<file path="src/hdl/msp430Exec_config.svh">
// Build-time sizing and constants for the MSP430 execute slice
`ifndef MSP430_EXEC_CONFIG_SVH
`define MSP430_EXEC_CONFIG_SVH

// Operation queue entries
// The upstream stage starts with this many credits
`define EXEC_QUEUE_DEPTH 4

// Results that may be outstanding toward write-back before a credit returns
`define EXEC_OUT_CREDITS 2

// Result word for an instruction that does not decode
`define EXEC_ILLEGAL_RESULT 16'hDEAD

`endif

</file>
<file path="src/hdl/msp430Pkg.sv">
// Shared MSP430 execute types, opcode patterns and the jump condition decode
package msp430Pkg;

    typedef logic [15:0] wordT;   // Operand and result data
    typedef logic [7:0]  byteT;   // Low half of a word for .B operations
    typedef logic [15:0] instrT;  // Raw instruction word

    typedef enum logic [1:0] {
        queueEmpty,
        queuePartial,
        queueFull
    } queueStateT;

    // Format I patterns matched on {iw[15:12], 12'h000}
    localparam instrT MOV  = 16'h4000;
    localparam instrT ADD  = 16'h5000;
    localparam instrT ADDC = 16'h6000;
    localparam instrT SUBC = 16'h7000;
    localparam instrT SUB  = 16'h8000;
    localparam instrT CMP  = 16'h9000;
    localparam instrT DADD = 16'hA000;
    localparam instrT BIT  = 16'hB000;
    localparam instrT BIC  = 16'hC000;
    localparam instrT BIS  = 16'hD000;
    localparam instrT XOR  = 16'hE000;
    localparam instrT AND  = 16'hF000;

    // Format II patterns matched on {iw[15:7], 7'h00}
    localparam instrT RRC  = 16'h1000;
    localparam instrT SWPB = 16'h1080;
    localparam instrT RRA  = 16'h1100;
    localparam instrT SXT  = 16'h1180;
    localparam instrT PUSH = 16'h1200;
    localparam instrT CALL = 16'h1280;
    localparam instrT RETI = 16'h1300;

    // Jump patterns matched on {iw[15:10], 10'h000}
    localparam instrT JNE  = 16'h2000;
    localparam instrT JEQ  = 16'h2400;
    localparam instrT JNC  = 16'h2800;
    localparam instrT JC   = 16'h2C00;
    localparam instrT JN   = 16'h3000;
    localparam instrT JGE  = 16'h3400;
    localparam instrT JL   = 16'h3800;
    localparam instrT JMP  = 16'h3C00;

    // Branch condition for a jump word against the current status bits
    function automatic logic jumpTaken(instrT iw, logic z, logic v, logic n, logic c);
        case ({iw[15:10], 10'h000})
            JNE:     jumpTaken = ~z;
            JEQ:     jumpTaken = z;
            JNC:     jumpTaken = ~c;
            JC:      jumpTaken = c;
            JN:      jumpTaken = n;
            JGE:     jumpTaken = ~(n ^ v);
            JL:      jumpTaken = n ^ v;
            JMP:     jumpTaken = 1'b1;
            default: jumpTaken = 1'b0;
        endcase
    endfunction

endpackage

</file>
<file path="src/hdl/execCore.sv">
// Execute control with status register, result register and write-back credits
`timescale 1ns/100ps
`include "msp430Exec_config.svh"

module execCore (
    input  logic             clk,
    input  logic             reset,
    input  logic             headValid,
    input  msp430Pkg::instrT headIw,
    input  msp430Pkg::wordT  fuResult,
    input  logic             zNew,
    input  logic             vNew,
    input  logic             nNew,
    input  logic             cNew,
    input  logic             resultCredit,
    output logic             pop,
    output logic             zFlag,
    output logic             vFlag,
    output logic             nFlag,
    output logic             cFlag,
    output msp430Pkg::wordT  result,
    output logic             resultValid,
    output logic             writeDst
);

    localparam int CreditW = $clog2(`EXEC_OUT_CREDITS + 1);

    logic [CreditW-1:0] outCredits;
    logic               isJump;
    logic               isTestOnly;
    logic               dstWrite;

    // Issue only with a valid head and room downstream
    assign pop = headValid && (outCredits != '0);

    assign isJump     = (headIw[15:13] == 3'b001);
    assign isTestOnly = ({headIw[15:12], 12'h000} == msp430Pkg::CMP) ||
                        ({headIw[15:12], 12'h000} == msp430Pkg::BIT);

    // Taken jumps write the PC and fall-through leaves it alone
    assign dstWrite = !isTestOnly &&
                      !(isJump && !msp430Pkg::jumpTaken(headIw, zFlag, vFlag, nFlag, cFlag));

    always_ff @(posedge clk) begin
        if (reset) begin
            outCredits <= CreditW'(`EXEC_OUT_CREDITS);
        end else begin
            case ({resultCredit, pop})
                2'b10:   outCredits <= outCredits + 1'b1;
                2'b01:   outCredits <= outCredits - 1'b1;
                default: outCredits <= outCredits;  // Returned and spent cancel out
            endcase
        end
    end

    // Status bits load on each pop for the next op to see
    always_ff @(posedge clk) begin
        if (reset) begin
            {zFlag, vFlag, nFlag, cFlag} <= 4'b0000;
        end else if (pop) begin
            {zFlag, vFlag, nFlag, cFlag} <= {zNew, vNew, nNew, cNew};
        end
    end

    always_ff @(posedge clk) begin
        if (reset) resultValid <= 1'b0;
        else       resultValid <= pop;
    end

    always_ff @(posedge clk) begin
        if (pop) begin
            result   <= fuResult;
            writeDst <= dstWrite;
        end
    end

endmodule

</file>
<file path="src/hdl/functionUnit.sv">
// MSP430 ALU for word and byte format I, format II and jump instructions
`timescale 1ns/100ps
`include "msp430Exec_config.svh"

module functionUnit (
    input  msp430Pkg::instrT iw,
    input  msp430Pkg::wordT  src,
    input  msp430Pkg::wordT  dst,
    input  logic             zIn,
    input  logic             vIn,
    input  logic             nIn,
    input  logic             cIn,
    output msp430Pkg::wordT  result,
    output logic             zOut,
    output logic             vOut,
    output logic             nOut,
    output logic             cOut
);

    msp430Pkg::instrT fmtIOp, fmtIIOp;
    msp430Pkg::byteT  srcLow, dstLow;
    msp430Pkg::wordT  addOperand;   // src or ~src for the subtract group
    msp430Pkg::wordT  jumpTarget;
    msp430Pkg::wordT  daddResult;
    logic             isByte;
    logic             addCin;
    logic [16:0]      wordSum;
    logic [8:0]       byteSum;
    logic             wordOvf, byteOvf;
    logic [4:0]       digitSum;
    logic             daddCarry;
    logic             updZN;        // Z and N follow the result

    assign fmtIOp  = {iw[15:12], 12'h000};
    assign fmtIIOp = {iw[15:7], 7'h00};
    assign isByte  = iw[6];
    assign srcLow  = src[7:0];
    assign dstLow  = dst[7:0];

    // PC plus twice the sign-extended 10-bit offset
    assign jumpTarget = dst + {{5{iw[9]}}, iw[9:0], 1'b0};

    always_comb begin
        addOperand = src;
        addCin     = 1'b0;
        case (fmtIOp)
            msp430Pkg::ADDC: addCin = cIn;
            msp430Pkg::SUBC: begin
                addOperand = ~src;
                addCin     = cIn;
            end
            msp430Pkg::SUB, msp430Pkg::CMP: begin
                addOperand = ~src;        // Two's complement with the forced carry
                addCin     = 1'b1;
            end
            default: addCin = 1'b0;
        endcase
    end

    // 17-bit and 9-bit sums give the carry straight from the top bit
    assign wordSum = {1'b0, dst} + {1'b0, addOperand} + {16'h0000, addCin};
    assign byteSum = {1'b0, dstLow} + {1'b0, addOperand[7:0]} + {8'h00, addCin};
    assign wordOvf = (dst[15] == addOperand[15]) && (wordSum[15] != dst[15]);
    assign byteOvf = (dstLow[7] == addOperand[7]) && (byteSum[7] != dstLow[7]);

    // Decimal add one BCD digit at a time with the carry rippling upward
    always_comb begin
        daddCarry  = cIn;
        daddResult = '0;
        digitSum   = '0;
        for (int d = 0; d < 4; d++) begin
            if (!isByte || d < 2) begin
                digitSum = {1'b0, dst[4*d +: 4]} + {1'b0, src[4*d +: 4]} + {4'h0, daddCarry};
                if (digitSum > 5'd9) begin
                    daddResult[4*d +: 4] = digitSum[3:0] + 4'd6;
                    daddCarry = 1'b1;
                end else begin
                    daddResult[4*d +: 4] = digitSum[3:0];
                    daddCarry = 1'b0;
                end
            end
        end
    end

    always_comb begin
        {zOut, vOut, nOut, cOut} = {zIn, vIn, nIn, cIn};  // Undefined flags hold
        result = '0;                                      // High byte stays clear for .B
        updZN  = 1'b0;

        if (iw[15:13] == 3'b001) begin
            result = msp430Pkg::jumpTaken(iw, zIn, vIn, nIn, cIn) ? jumpTarget : dst;
        end else if (iw[15:12] == 4'h1) begin
            case (fmtIIOp)
                msp430Pkg::RRC: begin
                    result = isByte ? {8'h00, cIn, dstLow[7:1]} : {cIn, dst[15:1]};
                    cOut   = dst[0];
                    vOut   = 1'b0;
                    updZN  = 1'b1;
                end
                msp430Pkg::SWPB: begin
                    result = isByte ? `EXEC_ILLEGAL_RESULT : {dstLow, dst[15:8]};
                end
                msp430Pkg::RRA: begin
                    result = isByte ? {8'h00, dstLow[7], dstLow[7:1]} : {dst[15], dst[15:1]};
                    cOut   = dst[0];
                    vOut   = 1'b0;
                    updZN  = 1'b1;
                end
                msp430Pkg::SXT: begin
                    if (isByte) begin
                        result = `EXEC_ILLEGAL_RESULT;
                    end else begin
                        result = {{8{dstLow[7]}}, dstLow};
                        cOut   = (result != '0);
                        vOut   = 1'b0;
                        updZN  = 1'b1;
                    end
                end
                msp430Pkg::PUSH: result = isByte ? {8'h00, dstLow} : dst;
                msp430Pkg::CALL: result = isByte ? `EXEC_ILLEGAL_RESULT : dst;  // Return PC
                msp430Pkg::RETI: result = isByte ? `EXEC_ILLEGAL_RESULT : src;  // Popped word
                default:         result = `EXEC_ILLEGAL_RESULT;
            endcase
        end else begin
            case (fmtIOp)
                msp430Pkg::MOV: result = isByte ? {8'h00, srcLow} : src;
                msp430Pkg::ADD, msp430Pkg::ADDC, msp430Pkg::SUBC,
                msp430Pkg::SUB, msp430Pkg::CMP: begin
                    result = isByte ? {8'h00, byteSum[7:0]} : wordSum[15:0];
                    cOut   = isByte ? byteSum[8] : wordSum[16];
                    vOut   = isByte ? byteOvf : wordOvf;
                    updZN  = 1'b1;
                end
                msp430Pkg::DADD: begin
                    result = daddResult;
                    cOut   = daddCarry;
                    updZN  = 1'b1;
                end
                msp430Pkg::BIT, msp430Pkg::AND: begin
                    result = isByte ? {8'h00, srcLow & dstLow} : src & dst;
                    cOut   = (result != '0);
                    vOut   = 1'b0;
                    updZN  = 1'b1;
                end
                msp430Pkg::BIC: result = isByte ? {8'h00, ~srcLow & dstLow} : ~src & dst;
                msp430Pkg::BIS: result = isByte ? {8'h00, srcLow | dstLow} : src | dst;
                msp430Pkg::XOR: begin
                    result = isByte ? {8'h00, srcLow ^ dstLow} : src ^ dst;
                    cOut   = (result != '0);
                    // Overflow when both operands are negative
                    vOut   = isByte ? (srcLow[7] & dstLow[7]) : (src[15] & dst[15]);
                    updZN  = 1'b1;
                end
                default: result = `EXEC_ILLEGAL_RESULT;
            endcase
        end

        if (updZN) begin
            zOut = (result == '0);
            nOut = isByte ? result[7] : result[15];
        end
    end

endmodule

</file>
<file path="src/hdl/msp430Exec.sv">
// Execute slice top joining the operation queue, ALU and execute control
`timescale 1ns/100ps

module msp430Exec (
    input  logic             clk,
    input  logic             reset,
    input  logic             opValid,
    input  msp430Pkg::instrT iw,
    input  msp430Pkg::wordT  src,
    input  msp430Pkg::wordT  dst,
    output logic             opCredit,
    input  logic             resultCredit,
    output msp430Pkg::wordT  result,
    output logic             resultValid,
    output logic             writeDst,
    output logic             zFlag,
    output logic             vFlag,
    output logic             nFlag,
    output logic             cFlag
);

    logic             headValid;
    msp430Pkg::instrT headIw;
    msp430Pkg::wordT  headSrc, headDst;
    logic             pop;
    msp430Pkg::wordT  fuResult;
    logic             zNew, vNew, nNew, cNew;

    opQueue u_queue (
        .clk       (clk),
        .reset     (reset),
        .opValid   (opValid),
        .iw        (iw),
        .src       (src),
        .dst       (dst),
        .pop       (pop),
        .headValid (headValid),
        .headIw    (headIw),
        .headSrc   (headSrc),
        .headDst   (headDst),
        .opCredit  (opCredit)
    );

    functionUnit u_fu (
        .iw     (headIw),
        .src    (headSrc),
        .dst    (headDst),
        .zIn    (zFlag),
        .vIn    (vFlag),
        .nIn    (nFlag),
        .cIn    (cFlag),
        .result (fuResult),
        .zOut   (zNew),
        .vOut   (vNew),
        .nOut   (nNew),
        .cOut   (cNew)
    );

    execCore u_core (
        .clk          (clk),
        .reset        (reset),
        .headValid    (headValid),
        .headIw       (headIw),
        .fuResult     (fuResult),
        .zNew         (zNew),
        .vNew         (vNew),
        .nNew         (nNew),
        .cNew         (cNew),
        .resultCredit (resultCredit),
        .pop          (pop),
        .zFlag        (zFlag),
        .vFlag        (vFlag),
        .nFlag        (nFlag),
        .cFlag        (cFlag),
        .result       (result),
        .resultValid  (resultValid),
        .writeDst     (writeDst)
    );

endmodule

</file>
<file path="src/hdl/opQueue.sv">
// Credit-fed circular operation queue holding instruction words and operands
`timescale 1ns/100ps
`include "msp430Exec_config.svh"

module opQueue (
    input  logic               clk,
    input  logic               reset,
    input  logic               opValid,
    input  msp430Pkg::instrT   iw,
    input  msp430Pkg::wordT    src,
    input  msp430Pkg::wordT    dst,
    input  logic               pop,
    output logic               headValid,
    output msp430Pkg::instrT   headIw,
    output msp430Pkg::wordT    headSrc,
    output msp430Pkg::wordT    headDst,
    output logic               opCredit
);

    localparam int Depth = `EXEC_QUEUE_DEPTH;
    localparam int PtrW  = (Depth > 1) ? $clog2(Depth) : 1;

    msp430Pkg::instrT iwMem  [Depth];
    msp430Pkg::wordT  srcMem [Depth];
    msp430Pkg::wordT  dstMem [Depth];

    logic [PtrW-1:0] wrPtr, rdPtr;
    logic [PtrW-1:0] wrPtrNext, rdPtrNext;
    msp430Pkg::queueStateT state;
    logic doPop;

    // Upstream credits guarantee space so opValid is never refused
    assign doPop = pop && headValid;

    assign wrPtrNext = (wrPtr == PtrW'(Depth - 1)) ? '0 : wrPtr + 1'b1;
    assign rdPtrNext = (rdPtr == PtrW'(Depth - 1)) ? '0 : rdPtr + 1'b1;

    always_ff @(posedge clk) begin
        if (opValid) begin
            iwMem[wrPtr]  <= iw;
            srcMem[wrPtr] <= src;
            dstMem[wrPtr] <= dst;
        end
    end

    always_ff @(posedge clk) begin
        if (reset) begin
            wrPtr <= '0;
            rdPtr <= '0;
            state <= msp430Pkg::queueEmpty;
        end else begin
            if (opValid) wrPtr <= wrPtrNext;
            if (doPop) rdPtr <= rdPtrNext;
            // Occupancy only moves when exactly one side is active
            if (opValid && !doPop) begin
                state <= (wrPtrNext == rdPtr) ? msp430Pkg::queueFull : msp430Pkg::queuePartial;
            end else if (doPop && !opValid) begin
                state <= (rdPtrNext == wrPtr) ? msp430Pkg::queueEmpty : msp430Pkg::queuePartial;
            end
        end
    end

    // One credit back upstream per freed entry
    always_ff @(posedge clk) begin
        if (reset) opCredit <= 1'b0;
        else       opCredit <= doPop;
    end

    assign headValid = (state != msp430Pkg::queueEmpty);
    assign headIw    = iwMem[rdPtr];
    assign headSrc   = srcMem[rdPtr];
    assign headDst   = dstMem[rdPtr];

endmodule

</file>
<file path="config.mk">
export PLATFORM = sky130hd
export DESIGN_NAME = msp430Exec
export DESIGN_NICKNAME = d
export VERILOG_FILES = /design/src/hdl/msp430Pkg.sv /design/src/hdl/execCore.sv /design/src/hdl/functionUnit.sv /design/src/hdl/msp430Exec.sv /design/src/hdl/opQueue.sv
export VERILOG_INCLUDE_DIRS = /design/src /design/src/hdl
export SDC_FILE = /design/constraint.sdc
export NUM_CORES = 1
export LEC_CHECK = 0
export ABC_CLOCK_PERIOD_IN_PS = 11900
export BUFFER_PORTS_ARGS = -buffer_cell sky130_fd_sc_hd__buf_2
export CAP_MARGIN = 20
export CORE_MARGIN = 5
export CORE_UTILIZATION = 55
export CTS_CLUSTER_SIZE = 25
export DETAILED_ROUTE_END_ITERATION = 8
export PLACE_DENSITY = 0.73
export SLEW_MARGIN = 25
export SYNTH_ARGS = -nofsm -noshare
export SYNTH_HDL_FRONTEND = slang
export SYNTH_SLANG_ARGS = --single-unit
</file>
<file path="constraint.sdc">
create_clock -name clk -period 11.9 [get_ports clk]
set_clock_uncertainty 0.1 [all_clocks]
set_input_delay 2.38 -clock clk [delete_from_list [all_inputs] [get_ports clk]]
set_output_delay 2.38 -clock clk [all_outputs]
set_load 0.01 [all_outputs]
</file>
==> reports/metrics.yaml <==
cells_and_area:
  fin_nets: 1373
  final_common_cell: "edfxtp_1"
  final_util_pct: 61.4
  antenna_cells: 0
  syn_to_final_growth_pct: 10.3
  mostFrequentLayoutCells: "edfxtp_1 (209), ha_1 (90), buf_2 (74)"
  layout-drive-gt1-share_pct: 16.8
sta:
  tightest_slew_ps: 1090
  period_share_pct: 83.9
  fmax_ghz: 0.100
  hold_viol_final: 0
  setup_tns_ps: 0
  slew_viol_final: 0
  rsz0062_at_grt: "false"
  relSlewSlack_pct: 27.1
  setup-violations-final: 0
  min_period_ps: 9990
synthesis:
  ys_top_cells_by_area: "edfxtp_1 (45%), ha_1 (8.1%), mux4_2 (7.9%)"
  ys_ff_latch: 224
  synthArstFlopShare_pct: 0
  synth_fp_nets: 1310
  synth_cells: 1157
  ys_warn_count: 0
  syn_area_per_cell_um2: 12.0
  syn_area_um2: 13900
  synth_top_cell_area_share_pct: 45.1
  yosysUniqueCellTypes: 81
  synth_edf_count: 209
  seq_area_frac_synth_pct: 47.2
  synthFlopType: "edfxtp_1"
  synth_top_area_cell: "edfxtp_1"
route:
  drc_errors: 0
  avgViaCountPerCell: 6.79
  routed_wl_mm: 41.1
  wl_per_cell_um: 26.2
  firstDrtPassIters: 6
  vias: 10600
  antenna_left: 0
  drt_iter0_drc: 1331
critical_path:
  cp_max_fo: 37
  rrSetupSlack_ps: 1910
  slowest_delay_ps: 780
  r2r_cells: 34
  critical_path_buf_inv_count: 5
  worstPathArrival_ps: 10320
  cp_common_cell: "fa_1"
  cp-end-kind: "flip-flop"
  r2r-end: "u_core.zFlag"
  cp_top_family: "compound AO/OA/AOI/OAI gates"
  critPathKind: "reg -> reg"
  crit_required_ps: 12230
  slowest_stage: "dfxtp_4"
  cp-start-kind: "flip-flop"
die:
  core_um2: 25000
  pin_count: 75
  start_util_pct: 55.6
  rows: 58
  die_h_um: 169
  fp.dieArea_um2: 28600
  die_x_um: 169
grt:
  first_global_vias: 10300
  grtUsageTotal_pct: 28.1
  grt_max_degree: 39
  gr-total-overflow: 0
  antenna_found_initial: 0
  grt_pass1_wl_mm: 62.1
min_path:
  hold_depth: 2
  hold_end: "u_queue.state[1]"
  worstHoldStart: "u_queue.state[1]"
  hp-class: "reg -> reg"
cts:
  insertion_delay_ps: 540
  post_cts_buffers: 0
  cts-resized-gates: 0
  postCtsHoldBufs: 0
  cts_tree: "built"
  htreeDepth: 1
  clk_pin_slew_ps: 60
  cts_buffer_depth: 3
  clock_sinks: 224
  cts_root_buf: "clkbuf_16"
  cts_inserted_buffers: 23
placement:
  post-dp-hpwl_mm: 29.7
  gp_congestion: 1.04
  io_buffers: 74
outcome:
  status: "complete, no violations"
flow_run:
  maxCapViolations: 0
-- worst max-delay path by stage --
stage	startpoint	endpoint	slack, ps	depth (start not counted)
after floorplan	flip-flop	u_core.zFlag	3130	37
after global placement	flip-flop	u_core.zFlag	2340	34
after detailed placement	flip-flop	u_core.zFlag	2010	34
after CTS	flip-flop	u_core.zFlag	2000	34
after global routing	flip-flop	u_core.zFlag	1210	34
final	flip-flop	u_core.zFlag	1910	34
-- stage by stage --
| stage | instances | worst slack, ps | hold WS, ps | cell area (um^2) |
|---|---|---|---|---|
| 2_1_floorplan | 1157 | 3130 | 336 | 13900 |
| 3_3_place_gp | 1525 | 2340 | 354 | 14600 |
| 3_5_place_dp | 1525 | 2010 | 355 | 14600 |
| 4_1_cts | 1566 | 2000 | 366 | 15400 |
| 5_1_grt | 1566 | 1210 | 388 | 15400 |
| 6_report | 1566 | 1910 | 367 | 15400 |
-- layout make-up --
| class | instances | area (um^2) |
|---|---|---|
| flip-flops and latches | 224 | 6580 |
| multi-input cells | 819 | 6890 |
| clock inverters | 11 | 153 |
| repair buffers | 89 | 483 |
| well taps | 330 | 413 |
| clock buffers | 30 | 612 |
| inverters | 63 | 236 |
| fillers | 1985 | 9670 |
-- cells in the mapped netlist (8+ instances only) --
cell and n:
edfxtp_1 209, ha_1 90, nor2_1 69, a21oi_1 64, inv_1 62, nand2_1 59
mux4_2 49, o21ai_0 43, xnor2_1 36, clkbuf_1 31, mux2i_1 26, a211oi_1 22
a21o_1 21, nor3_1 20, nor2b_1 19, nand2b_1 16, a22oi_1 15, dfxtp_1 15
buf_2 13, nor4_1 13, o211ai_1 13, a2111oi_0 12, a31oi_1 11, and2_1 11
fa_1 11, a221oi_1 10, nand3_1 10, o31ai_1 10, xor2_1 10, o22ai_1 9
a22o_1 8
-- metal layers --
layer | GRT usage (%) | vias to the layer above | routed length (um)
li1 | - | 4664 | -
met1 | 39.3 | 5173 | 16400
met2 | 43.3 | 642 | 18200
met3 | 5.96 | 149 | 4420
met4 | 11.5 | 0 | 2080
met5 | 0 | - | 0
-- kinds of logic (layout without fill, tap and decap cells) --
kind of cell | count (synthesis) | in the layout | synth area share, %
xor+xnor | 46 | 46 | 2.89
buf+inv | 114 | 193 | 3.38
flops | 224 | 224 | 47.2
compound gates | 324 | 324 | 16.8
fa+ha+maj | 101 | 101 | 9.67
mux | 82 | 82 | 10.4
simple gates | 266 | 266 | 9.74
-- worst min-delay path: stages (launching register included) --
cell and delay [ps]:
dfxtp_1 310, nand2_1 50, a21oi_1 50
-- sequential cells by signal, indices dropped and copies added, names as in the netlist, named ones only --
| signal | cells |
|---|---|
| u_core.result | 16 |
| u_core.vFlag | 1 |
| u_queue.opCredit | 1 |
| u_core.writeDst | 1 |
| u_core.nFlag | 1 |
| u_queue.rdPtr | 2 |
| u_core.zFlag | 1 |
| u_queue.iwMem | 64 |
| u_core.outCredits | 2 |
| u_queue.dstMem | 64 |
| u_core.cFlag | 1 |
| u_queue.state | 2 |
| u_queue.srcMem | 64 |
| u_queue.wrPtr | 2 |
Power is not shown: default switching activity piles up to over one toggle a cycle in this logic, so the estimate is an artifact.
